--- src/logic/isa_pkg.sv ---
package isa_pkg;

    // Address and data width of the core
    localparam int XLEN = 32;

    // Compressed instructions and instruction halves are both one parcel wide
    localparam int PARCEL_W = 16;

    // Length of an instruction, decided by its first parcel
    typedef enum logic {
        ILEN_16,
        ILEN_32
    } ilen_e;

    // Both low bits set open a 32-bit instruction
    // Every other pattern is a complete compressed instruction
    function automatic ilen_e parcel_len(input logic [PARCEL_W-1:0] parcel);
        ilen_e len;
        if (parcel[1:0] == 2'b11) begin
            len = ILEN_32;
        end else begin
            len = ILEN_16;
        end
        return len;
    endfunction

endpackage

--- src/logic/fetch_pkg.sv ---
package fetch_pkg;

    // Word request toward the instruction memory, always 4-byte aligned
    typedef struct packed {
        logic [isa_pkg::XLEN-1:0] addr;
    } imem_req_t;

    // One returned instruction word, responses come back in request order
    typedef struct packed {
        logic [isa_pkg::XLEN-1:0] data;
    } imem_rsp_t;

    // Restart request from execute
    typedef struct packed {
        logic [isa_pkg::XLEN-1:0] pc;    // Target pc, bit 0 is ignored
    } redirect_t;

    // Instruction handed to decode
    typedef struct packed {
        logic [isa_pkg::XLEN-1:0] bits;  // Upper half zero when compressed
        logic [isa_pkg::XLEN-1:0] pc;
        isa_pkg::ilen_e           len;
    } instr_t;

    // Aligner FSM
    // EMPTY waits for a word with nothing held
    // HALF keeps one parcel from the previous word
    // DRAIN throws away responses to requests from before a redirect
    typedef enum logic [1:0] {
        ALIGN_EMPTY,
        ALIGN_HALF,
        ALIGN_DRAIN
    } align_state_e;

endpackage

--- src/logic/fetch_req_gen.sv ---
`timescale 1ns/1ps

module fetch_req_gen (
    input  logic                 clk_i,
    input  logic                 rstn_i,

    input  logic                 redirect_valid_i,
    input  fetch_pkg::redirect_t redirect_i,

    input  logic                 req_credit_i,     // Aligner has room for one more response
    output logic                 req_fire_o,

    output logic                 imem_req_valid_o,
    input  logic                 imem_req_ready_i,
    output fetch_pkg::imem_req_t imem_req_o
);

    localparam int XLEN = isa_pkg::XLEN;

    logic            armed_q;   // Set by the first redirect after reset
    logic            pend_q;    // A request is on the bus and not yet taken
    logic [XLEN-1:0] addr_q;

    // No request goes out in the redirect cycle itself.
    // A presented request stays up until the memory takes it
    assign imem_req_valid_o = armed_q && !redirect_valid_i && (req_credit_i || pend_q);
    assign req_fire_o       = imem_req_valid_o && imem_req_ready_i;
    assign imem_req_o       = '{addr: addr_q};

    always_ff @(posedge clk_i) begin
        if (!rstn_i) begin
            armed_q <= 1'b0;
            pend_q  <= 1'b0;
        end else begin
            if (redirect_valid_i) begin
                armed_q <= 1'b1;
            end
            pend_q <= imem_req_valid_o && !imem_req_ready_i;  // Dropped by a redirect
        end
    end

    // Word address of the next request
    always_ff @(posedge clk_i) begin
        if (redirect_valid_i) begin
            addr_q <= {redirect_i.pc[XLEN-1:2], 2'b00};  // Aligner skips the low parcel itself
        end else if (req_fire_o) begin
            addr_q <= addr_q + XLEN'(4);
        end
    end

    // A stalled request keeps its address until taken or cancelled by a redirect
    property p_req_hold;
        @(posedge clk_i) disable iff (!rstn_i)
        imem_req_valid_o && !imem_req_ready_i
        |=> redirect_valid_i || (imem_req_valid_o && $stable(imem_req_o.addr));
    endproperty

    a_req_hold : assert property (p_req_hold)
        else $error("fetch_req_gen: stalled request changed before it was taken");

endmodule

--- src/logic/fetch_align.sv ---
`timescale 1ns/1ps

module fetch_align #(
    parameter int unsigned MAX_OUTSTANDING = 4
) (
    input  logic                 clk_i,
    input  logic                 rstn_i,

    input  logic                 redirect_valid_i,
    input  fetch_pkg::redirect_t redirect_i,

    input  logic                 req_fire_i,
    output logic                 req_credit_o,

    input  logic                 imem_rsp_valid_i,
    output logic                 imem_rsp_ready_o,
    input  fetch_pkg::imem_rsp_t imem_rsp_i,

    output logic                 out_valid_o,
    input  logic                 out_ready_i,
    output fetch_pkg::instr_t    out_instr_o
);

    localparam int XLEN  = isa_pkg::XLEN;
    localparam int PW    = isa_pkg::PARCEL_W;
    localparam int CNT_W = $clog2(MAX_OUTSTANDING + 1);

    fetch_pkg::align_state_e state_q, state_d;

    logic [CNT_W-1:0] outst_q, outst_d;        // Requests without a response yet
    logic [CNT_W-1:0] discard_q, discard_d;    // Of those, the ones from the old path
    logic             first_q, first_d;        // Next word is the first after a redirect
    logic [XLEN-1:0]  word_pc_q, word_pc_d;    // Pc of the next word to arrive
    logic [PW-1:0]    half_q, half_d;
    logic [XLEN-1:0]  half_pc_q, half_pc_d;
    logic             out_valid_q, out_valid_d;
    fetch_pkg::instr_t out_instr_q, out_instr_d;

    logic             out_free;
    logic             rsp_fire;
    logic             emit;
    logic             skip_lo;
    logic [XLEN-1:0]  word_base;
    logic [PW-1:0]    lo, hi;
    isa_pkg::ilen_e   lo_len, hi_len, half_len;

    assign lo        = imem_rsp_i.data[PW-1:0];
    assign hi        = imem_rsp_i.data[XLEN-1:PW];
    assign lo_len    = isa_pkg::parcel_len(lo);
    assign hi_len    = isa_pkg::parcel_len(hi);
    assign half_len  = isa_pkg::parcel_len(half_q);
    assign word_base = {word_pc_q[XLEN-1:2], 2'b00};
    assign skip_lo   = first_q && word_pc_q[1];  // Execution starts in the upper parcel

    assign out_free     = !out_valid_q || out_ready_i;
    assign req_credit_o = outst_q < CNT_W'(MAX_OUTSTANDING);

    // A compressed held parcel goes out on its own, so no word is taken then
    always_comb begin
        unique case (state_q)
            fetch_pkg::ALIGN_EMPTY: imem_rsp_ready_o = out_free;
            fetch_pkg::ALIGN_HALF:  imem_rsp_ready_o = out_free && (half_len == isa_pkg::ILEN_32);
            fetch_pkg::ALIGN_DRAIN: imem_rsp_ready_o = 1'b1;
            default:                imem_rsp_ready_o = 1'b0;
        endcase
    end

    assign rsp_fire = imem_rsp_valid_i && imem_rsp_ready_o;

    always_comb begin
        state_d     = state_q;
        discard_d   = discard_q;
        first_d     = first_q;
        word_pc_d   = word_pc_q;
        half_d      = half_q;
        half_pc_d   = half_pc_q;
        out_instr_d = out_instr_q;
        emit        = 1'b0;

        unique case (state_q)
            fetch_pkg::ALIGN_EMPTY: begin
                if (rsp_fire) begin
                    first_d   = 1'b0;
                    word_pc_d = word_base + XLEN'(4);
                    if (skip_lo && hi_len == isa_pkg::ILEN_32) begin
                        half_d    = hi;  // Lone upper parcel opens a 32-bit instruction
                        half_pc_d = word_base + XLEN'(2);
                        state_d   = fetch_pkg::ALIGN_HALF;
                    end else if (skip_lo) begin
                        emit        = 1'b1;
                        out_instr_d = '{bits: {{(XLEN-PW){1'b0}}, hi},
                                        pc: word_base + XLEN'(2), len: isa_pkg::ILEN_16};
                    end else if (lo_len == isa_pkg::ILEN_32) begin
                        emit        = 1'b1;
                        out_instr_d = '{bits: {hi, lo}, pc: word_base, len: isa_pkg::ILEN_32};
                    end else begin
                        emit        = 1'b1;
                        out_instr_d = '{bits: {{(XLEN-PW){1'b0}}, lo},
                                        pc: word_base, len: isa_pkg::ILEN_16};
                        half_d      = hi;
                        half_pc_d   = word_base + XLEN'(2);
                        state_d     = fetch_pkg::ALIGN_HALF;
                    end
                end
            end
            fetch_pkg::ALIGN_HALF: begin
                if (half_len == isa_pkg::ILEN_16) begin
                    if (out_free) begin
                        emit        = 1'b1;
                        out_instr_d = '{bits: {{(XLEN-PW){1'b0}}, half_q},
                                        pc: half_pc_q, len: isa_pkg::ILEN_16};
                        state_d     = fetch_pkg::ALIGN_EMPTY;
                    end
                end else if (rsp_fire) begin
                    // Held parcel is the low half of an instruction crossing the word edge
                    emit        = 1'b1;
                    out_instr_d = '{bits: {lo, half_q}, pc: half_pc_q, len: isa_pkg::ILEN_32};
                    half_d      = hi;
                    half_pc_d   = word_base + XLEN'(2);
                    word_pc_d   = word_base + XLEN'(4);
                end
            end
            fetch_pkg::ALIGN_DRAIN: begin
                if (rsp_fire) begin
                    discard_d = discard_q - CNT_W'(1);
                    if (discard_q == CNT_W'(1)) begin
                        state_d = fetch_pkg::ALIGN_EMPTY;
                    end
                end
            end
            default: state_d = fetch_pkg::ALIGN_EMPTY;
        endcase

        outst_d     = outst_q + CNT_W'(req_fire_i) - CNT_W'(rsp_fire);
        out_valid_d = emit || (out_valid_q && !out_ready_i);

        // Whatever is held or accepted in this cycle belongs to the old path
        if (redirect_valid_i) begin
            out_valid_d = 1'b0;
            first_d     = 1'b1;
            word_pc_d   = {redirect_i.pc[XLEN-1:1], 1'b0};
            discard_d   = outst_q - CNT_W'(rsp_fire);
            state_d     = (discard_d != '0) ? fetch_pkg::ALIGN_DRAIN : fetch_pkg::ALIGN_EMPTY;
        end
    end

    always_ff @(posedge clk_i) begin
        if (!rstn_i) begin
            state_q     <= fetch_pkg::ALIGN_EMPTY;
            outst_q     <= '0;
            discard_q   <= '0;
            first_q     <= 1'b0;
            out_valid_q <= 1'b0;
        end else begin
            state_q     <= state_d;
            outst_q     <= outst_d;
            discard_q   <= discard_d;
            first_q     <= first_d;
            out_valid_q <= out_valid_d;
        end
    end

    always_ff @(posedge clk_i) begin
        word_pc_q   <= word_pc_d;
        half_q      <= half_d;
        half_pc_q   <= half_pc_d;
        out_instr_q <= out_instr_d;
    end

    assign out_valid_o = out_valid_q;
    assign out_instr_o = out_instr_q;

    // The memory never answers more than was asked, and credit caps the count
    a_cnt_range : assert property (@(posedge clk_i) disable iff (!rstn_i)
        outst_q <= CNT_W'(MAX_OUTSTANDING) && discard_q <= outst_q)
        else $error("fetch_align: outstanding or discard counter out of range");

    a_no_underflow : assert property (@(posedge clk_i) disable iff (!rstn_i)
        rsp_fire |-> outst_q != '0)
        else $error("fetch_align: response accepted with nothing outstanding");

    a_out_hold : assert property (@(posedge clk_i) disable iff (!rstn_i)
        out_valid_o && !out_ready_i && !redirect_valid_i
        |=> out_valid_o && $stable(out_instr_o))
        else $error("fetch_align: output changed under back-pressure");

    a_pc_even : assert property (@(posedge clk_i) disable iff (!rstn_i)
        out_valid_o |-> out_instr_o.pc[0] == 1'b0)
        else $error("fetch_align: odd pc on output");

endmodule

--- src/logic/fetch_top.sv ---
`timescale 1ns/1ps

module fetch_top #(
    parameter int unsigned MAX_OUTSTANDING = 4  // Requests in flight toward the memory
) (
    input  logic                 clk_i,
    input  logic                 rstn_i,

    input  logic                 redirect_valid_i,
    input  fetch_pkg::redirect_t redirect_i,

    output logic                 imem_req_valid_o,
    input  logic                 imem_req_ready_i,
    output fetch_pkg::imem_req_t imem_req_o,

    input  logic                 imem_rsp_valid_i,
    output logic                 imem_rsp_ready_o,
    input  fetch_pkg::imem_rsp_t imem_rsp_i,

    output logic                 out_valid_o,
    input  logic                 out_ready_i,
    output fetch_pkg::instr_t    out_instr_o
);

    logic req_fire;
    logic req_credit;

    fetch_req_gen i_fetch_req_gen (
        .clk_i            (clk_i),
        .rstn_i           (rstn_i),
        .redirect_valid_i (redirect_valid_i),
        .redirect_i       (redirect_i),
        .req_credit_i     (req_credit),
        .req_fire_o       (req_fire),
        .imem_req_valid_o (imem_req_valid_o),
        .imem_req_ready_i (imem_req_ready_i),
        .imem_req_o       (imem_req_o)
    );

    // Owns the outstanding count, so the credit comes back from here
    fetch_align #(
        .MAX_OUTSTANDING (MAX_OUTSTANDING)
    ) i_fetch_align (
        .clk_i            (clk_i),
        .rstn_i           (rstn_i),
        .redirect_valid_i (redirect_valid_i),
        .redirect_i       (redirect_i),
        .req_fire_i       (req_fire),
        .req_credit_o     (req_credit),
        .imem_rsp_valid_i (imem_rsp_valid_i),
        .imem_rsp_ready_o (imem_rsp_ready_o),
        .imem_rsp_i       (imem_rsp_i),
        .out_valid_o      (out_valid_o),
        .out_ready_i      (out_ready_i),
        .out_instr_o      (out_instr_o)
    );

endmodule

--- config.mk ---
export PLATFORM = sky130hd
export DESIGN_NAME = fetch_top
export DESIGN_NICKNAME = d
export VERILOG_FILES = /design/src/logic/isa_pkg.sv /design/src/logic/fetch_pkg.sv /design/src/logic/fetch_req_gen.sv /design/src/logic/fetch_align.sv /design/src/logic/fetch_top.sv
export SDC_FILE = /design/constraint.sdc
export NUM_CORES = 1
export LEC_CHECK = 0
export BUFFER_PORTS_ARGS = -buffer_cell sky130_fd_sc_hd__buf_4
export CAP_MARGIN = 20
export CORE_ASPECT_RATIO = 1.2
export CORE_MARGIN = 2
export CORE_UTILIZATION = 50
export CTS_CLUSTER_DIAMETER = 60
export DETAILED_ROUTE_END_ITERATION = 12
export PLACE_DENSITY = 0.76
export REMOVE_ABC_BUFFERS = 1
export SLEW_MARGIN = 20
export SYNTH_ARGS = -nofsm -noshare
export SYNTH_HDL_FRONTEND = slang
export SYNTH_HIERARCHICAL = 1
export SYNTH_SLANG_ARGS = --single-unit
--- constraint.sdc ---
create_clock -name clk_i -period 6.2 [get_ports clk_i]
set_input_delay 1.24 -clock clk_i [delete_from_list [all_inputs] [get_ports clk_i]]
set_output_delay 1.24 -clock clk_i [all_outputs]
set_load 0.05 [all_outputs]
After elaboration in Yosys (flattened, before gate mapping):

Index checks and enable logic that the tools add are counted.

* register bits after elaboration: 189
* logic and storage cells: 134
* output and inout bits: 100
* bits of input ports: 70

* bitwise operators: 1
* $add $sub $neg: 7
* reduce and logical (&&, ||, !) cells: 32
* $lt $le $gt $ge: 1
* multiplexer cells: 55
* equal/unequal tests: 22

Operator list (count)
* two-way mux 65 bit: 7
* two-way mux 32 bit: 11
* one-hot mux 65 bit (2 select lines): 1
* one-hot mux 32 bit (2 select lines): 2
* two-way mux 16 bit: 6
* adder 32 x 3 -> 32 bit, second input constant: 2
* adder 32 x 2 -> 32 bit, second input constant: 1
* one-hot mux 16 bit (2 select lines): 1
* two-way mux 2 bit: 10
* != test 3 x 2 -> 1 bit, second input constant: 6
* two-way mux 1 bit: 11
* nonzero test 2 bit: 5
* logical AND 1 bit: 9
* two-way mux 3 bit: 3
* != test 3 bit, second input constant: 3
* == test 2 bit, second input constant: 4
* != test 4 bit, second input constant: 2
* AND reduction 2 bit: 4
* AND reduction 7 bit: 1
* != test 2 x 1 -> 1 bit, second input constant: 3
* one-hot mux 2 bit (3 select lines): 1
* AND reduction 6 bit: 1
* nonzero test 3 bit: 2
* subtractor 3 x 1 -> 3 bit: 2
* 15 further kinds: 20

Depth between registers and ports, before layout:

* word-level depth: 9
* gate-level depth with buffers: 12
* mapped depth without buffers: 10

By module:

Netlist, hierarchy kept.

Modules (own cells, without submodules)
* fetch_align: cells each 581, times used 1, area each 6917.9 sq um, seq. area each 4434.3 sq um
* fetch_req_gen: cells each 201, times used 1, area each 1970.6 sq um, seq. area each 940.9 sq um

Worst setup path after synthesis:

Ideal clock, no wire load.

* kind: input-to-reg
* start point: input imem_rsp_i[16] (netlist bit)
* end point: register i_fetch_align.out_instr_q (netlist bit i_fetch_align/out_instr_o[0]), enable pin
* slack: -0.546 ns
* stages on the path: 3
* path buffers: 0
* data arrival time: 6.165 ns
* required time: 5.618 ns
* setup time: 0.582 ns
* path through: nand2_1 -> o21ai_0 -> a211oi_1

* word-level cells in the longest chain between the ends: 5

Ends and longest elaborated chain
* start: declaration: line fetch_top.sv:18 `input fetch_pkg::imem_rsp_t imem_rsp_i,`
* == test 2 bit: line isa_pkg.sv:19 `if (parcel[1:0] == 2'b11) begin`
* two-way mux 1 bit: line isa_pkg.sv:19
* logical AND 1 bit: line fetch_align.sv:85 `if (skip_lo && hi_len == isa_pkg::ILEN_32) begin`
* != test 2 bit (no source line)
* AND reduction 5 bit (no source line)
* end signal: assignment: line fetch_align.sv:167 `out_instr_q <= out_instr_d;`
* end: declaration: line fetch_align.sv:37 `fetch_pkg::instr_t out_instr_q, out_instr_d;`

No other way between the ends.
A chain may end at the register's enable or synchronous reset.

Worst setup path after layout:

* start point: input out_ready_i
* end point: register i_fetch_align.outst_q[2]

* word-level cells in the longest chain between the ends: 5

Ends and longest elaborated chain
* start: declaration: line fetch_top.sv:21 `input logic out_ready_i,`
* logical OR 1 bit *: line fetch_align.sv:55 `assign out_free = !out_valid_q || out_ready_i;`
* logical AND 1 bit: line fetch_align.sv:62 `fetch_pkg::ALIGN_HALF: imem_rsp_ready_o = out_free && (half_len == isa_pkg::ILEN_32);`
* one-hot mux 1 bit (3 select lines) *: line fetch_align.sv:60 `unique case (state_q)`
* logical AND 1 bit *: line fetch_align.sv:68 `assign rsp_fire = imem_rsp_valid_i && imem_rsp_ready_o;`
* subtractor 3 x 1 -> 3 bit *: line fetch_align.sv:134 `outst_d = outst_q + CNT_W'(req_fire_i) - CNT_W'(rsp_fire);`
* end signal: assignment: line fetch_align.sv:156 `outst_q <= outst_d;`
* end: declaration: line fetch_align.sv:30 `logic [CNT_W-1:0] outst_q, outst_d;`

Mark *: on every way between the ends. The rest lies on a longest branch, timed or not.

==> impl_metrics.env <==
export IMPL_slew_headroom=0.247
export IMPL_hold_path_class="reg -> reg"
export IMPL_core_um2=17400
export IMPL_status="complete, no violations"
export IMPL_yosys_area_top_type="edfxtp_1"
export IMPL_rows=53
export IMPL_cts_path_max_buffers=2
export IMPL_yosys_area_top_type_share=0.578
export IMPL_synthCells=782
export IMPL_timing_fmax_mhz=253
export IMPL_grt_total_usage=0.217
export IMPL_nets=1005
export IMPL_yosysUniqueCellTypes=62
export IMPL_cp_required_ps=6520
export IMPL_nFillCells=1417
export IMPL_ant_nets=0
export IMPL_syn_area_per_cell_um2=11.4
export IMPL_dp_cells=1126
export IMPL_startpoint_type="input port"
export IMPL_ff2ff_path_depth=10
export IMPL_synth_most_common_cell="edfxtp_1"
export IMPL_gp_congestion=0.830
export IMPL_h_tree_depth=4
export IMPL_drt_total_wl_um=20500
export IMPL_finalMaxSlewViolations=0
export IMPL_initial_utilization=0.510
export IMPL_dr_first_iter_drc_count=761
export IMPL_setup_viol=0
export IMPL_die_y_um=150
export IMPL_finalCritPeriodShare=0.636
export IMPL_synth_commonest_cells="edfxtp_1 (171), nand2_1 (138), nor2_1 (56), nand3_1 (34), clkbuf_1 (33)"
export IMPL_synth_edff_count=171
export IMPL_areaGrowthSynthToFinish_pct=22.1
export IMPL_worst_path_max_delay_cell="a211o_1"
export IMPL_place_port_buffers=165
export IMPL_synthArstFlopShare=0
export IMPL_routed_via_density=5.80
export IMPL_ys_ff_latch=183
export IMPL_cts_hold_buf=0
export IMPL_grt_overflow_total=0
export IMPL_antenna_found_initial=0
export IMPL_ys_seq_area_frac=0.605
export IMPL_clkTransAtPathRegs_ps=60
export IMPL_yosysWarnings=6
export IMPL_rsz0062_at_grt="false"
export IMPL_cp_max_fo=17
export IMPL_power_w=0.00343
export IMPL_whs_ps=476
export IMPL_worstPathArrival_ps=4260
export IMPL_finalClockSkew_ps=10.0
export IMPL_drc_errors=0
export IMPL_cts_root_buf="clkbuf_16"
export IMPL_ios=170
export IMPL_hold_viol=0
export IMPL_ys_flop_type="edfxtp_1"
export IMPL_worstPathCellList="buf_4 > nor3b_1 > a211o_1 > inv_1 > ha_1 > inv_1 > ha_1 > fa_1 > xnor2_1 > xnor2_1 > and2_1"
export IMPL_tritoncts="yes"
export IMPL_powerDensity_nw_per_um2=316
export IMPL_cts_buffers=17
export IMPL_post_dp_hpwl_um=14000
export IMPL_ctsResizeCount=0
export IMPL_dr_total_vias=6715
export IMPL_worstSetupPathType="in -> reg"
export IMPL_critPathCaptureType="flip-flop"
export IMPL_synth_area_um2=8890
export IMPL_worstHoldPathCells=1
export IMPL_cts_sinks=183
export IMPL_grt_max_degree=94
export IMPL_post_drt_wl_per_cell_um=17.7
export IMPL_grt_pass1_vias=6208
export IMPL_grt_first_pass_wirelength_um=32600
export IMPL_ir_worst_vdd_uv=175
export IMPL_tightest_slew_ps=1130
export IMPL_power_leakage_nw=4.27
export IMPL_slowest_delay_ps=580
export IMPL_antennaDiodeCount=0
export IMPL_stdcell_count=1158
export IMPL_drv_cap=0
export IMPL_ys_top_cells_by_area="edfxtp_1 (58%), nand2_1 (5.8%), dfxtp_1 (2.7%), a22o_1 (2.6%), nor2_1 (2.4%)"
export IMPL_die_area_um2=18900
export IMPL_dr_pass1_iters=5
export IMPL_fp_dieW_um=126
export IMPL_clock_latency_ps=430
export IMPL_period_needed_ps=3950
export IMPL_drive_above_1_share=0.232
export IMPL_post_cts_buffers=0
per-layer routing:
metal,up-vias,part of all wire,global-route usage
met1,3200,0.43,0.288
met3,18,0.066,0.0440
met4,0,0.012,0.0633
met5,-,0,0
li1,3218,-,-
met2,279,0.49,0.363
cell families after synthesis:
group | Yosys count | share of synthesized area
simple gates | 330 | 0.184
mux | 17 | 0.0193
fa+ha+maj | 10 | 0.0149
xor+xnor | 30 | 0.0296
flops | 183 | 0.605
buf+inv | 70 | 0.0342
compound gates | 140 | 0.112
other cells | 2 | 0.000845
layout by cell type (no fill, tap or decap), types with 4 or more instances in the layout:
master	n
inv_1	21
o21a_1	4
edfxtp_1	171
or3_1	5
xnor2_1	14
mux2i_1	16
a31oi_1	16
a2111o_1	6
and2_1	8
nor3_1	8
o211a_1	4
and3_1	5
xor2_1	16
clkbuf_16	17
dfxtp_1	12
nor2_1	55
and4_1	4
nand2_1	138
o2111ai_1	4
nor4_1	8
nand3_1	34
or4_1	15
o21ai_0	27
buf_4	172
a22o_1	26
a21oi_1	21
or4b_1	4
nand4_1	20
o31ai_1	16
ha_1	9
layout make-up:
class,count,area [um^2],area share
multi-input combinational,530,3250,0.299
tap,220,275,0.0254
clock buffer,19,433,0.0399
sequential,183,5380,0.495
inverter,21,78.8,0.00726
timing repair buffer,172,1290,0.119
clock inverter,13,156,0.0144
power by group:
group	leakage (nW)	internal, W	total, W	switching [W]
registers	1.77	0.00153	0.00164	0.000101
logic	2.22	0.000225	0.000709	0.000484
clock network	0.278	0.000632	0.00109	0.000455
state kept, by name, summed over array words and instances (netlist names):
name and flops:
i_fetch_align/out_valid_o 1, i_fetch_req_gen/armed_q 1, i_fetch_align/first_q 1, i_fetch_align/half_q 16, i_fetch_align/half_pc_q 30, i_fetch_req_gen/imem_req_o 30, i_fetch_req_gen/pend_q 1, i_fetch_align/state_q 2
i_fetch_align/outst_q 3, i_fetch_align/out_instr_o 64, i_fetch_align/discard_q 3, i_fetch_align/word_pc_q 31
stage by stage:
step,util,setup slack (ps),instance area (um^2),TNS (ps)
after floorplan,-,-562,8670,-35940
after global placement,0.588,1900,10300,0
after detailed placement,0.588,1880,10300,0
after CTS,0.622,2330,10900,0
after global routing,0.622,2080,10900,0
final,0.622,2250,10900,0
worst paths after layout:
| check | from | endpoint | slack (ps) |
|---|---|---|---|
| worst max-delay path | out_ready_i | i_fetch_align/outst_q[2] | 2250 |
| worst min-delay path | i_fetch_req_gen/armed_q | i_fetch_req_gen/armed_q | 480 |
| worst max register to register | i_fetch_align/state_q[1] | i_fetch_align/outst_q[2] | 2670 |
| worst min register to register | i_fetch_req_gen/armed_q | i_fetch_req_gen/armed_q | 480 |
worst max-delay path, delay by kind of cell:
family | cells | cell delay, ps
XOR/XNOR | 2 | 260
adder cells (fa/ha/maj) | 3 | 970
AO/OA/AOI/OAI | 1 | 580
AND/OR/NAND/NOR | 2 | 590
buffers and inverters | 3 | 610
(Power assumes the default switching activity.)
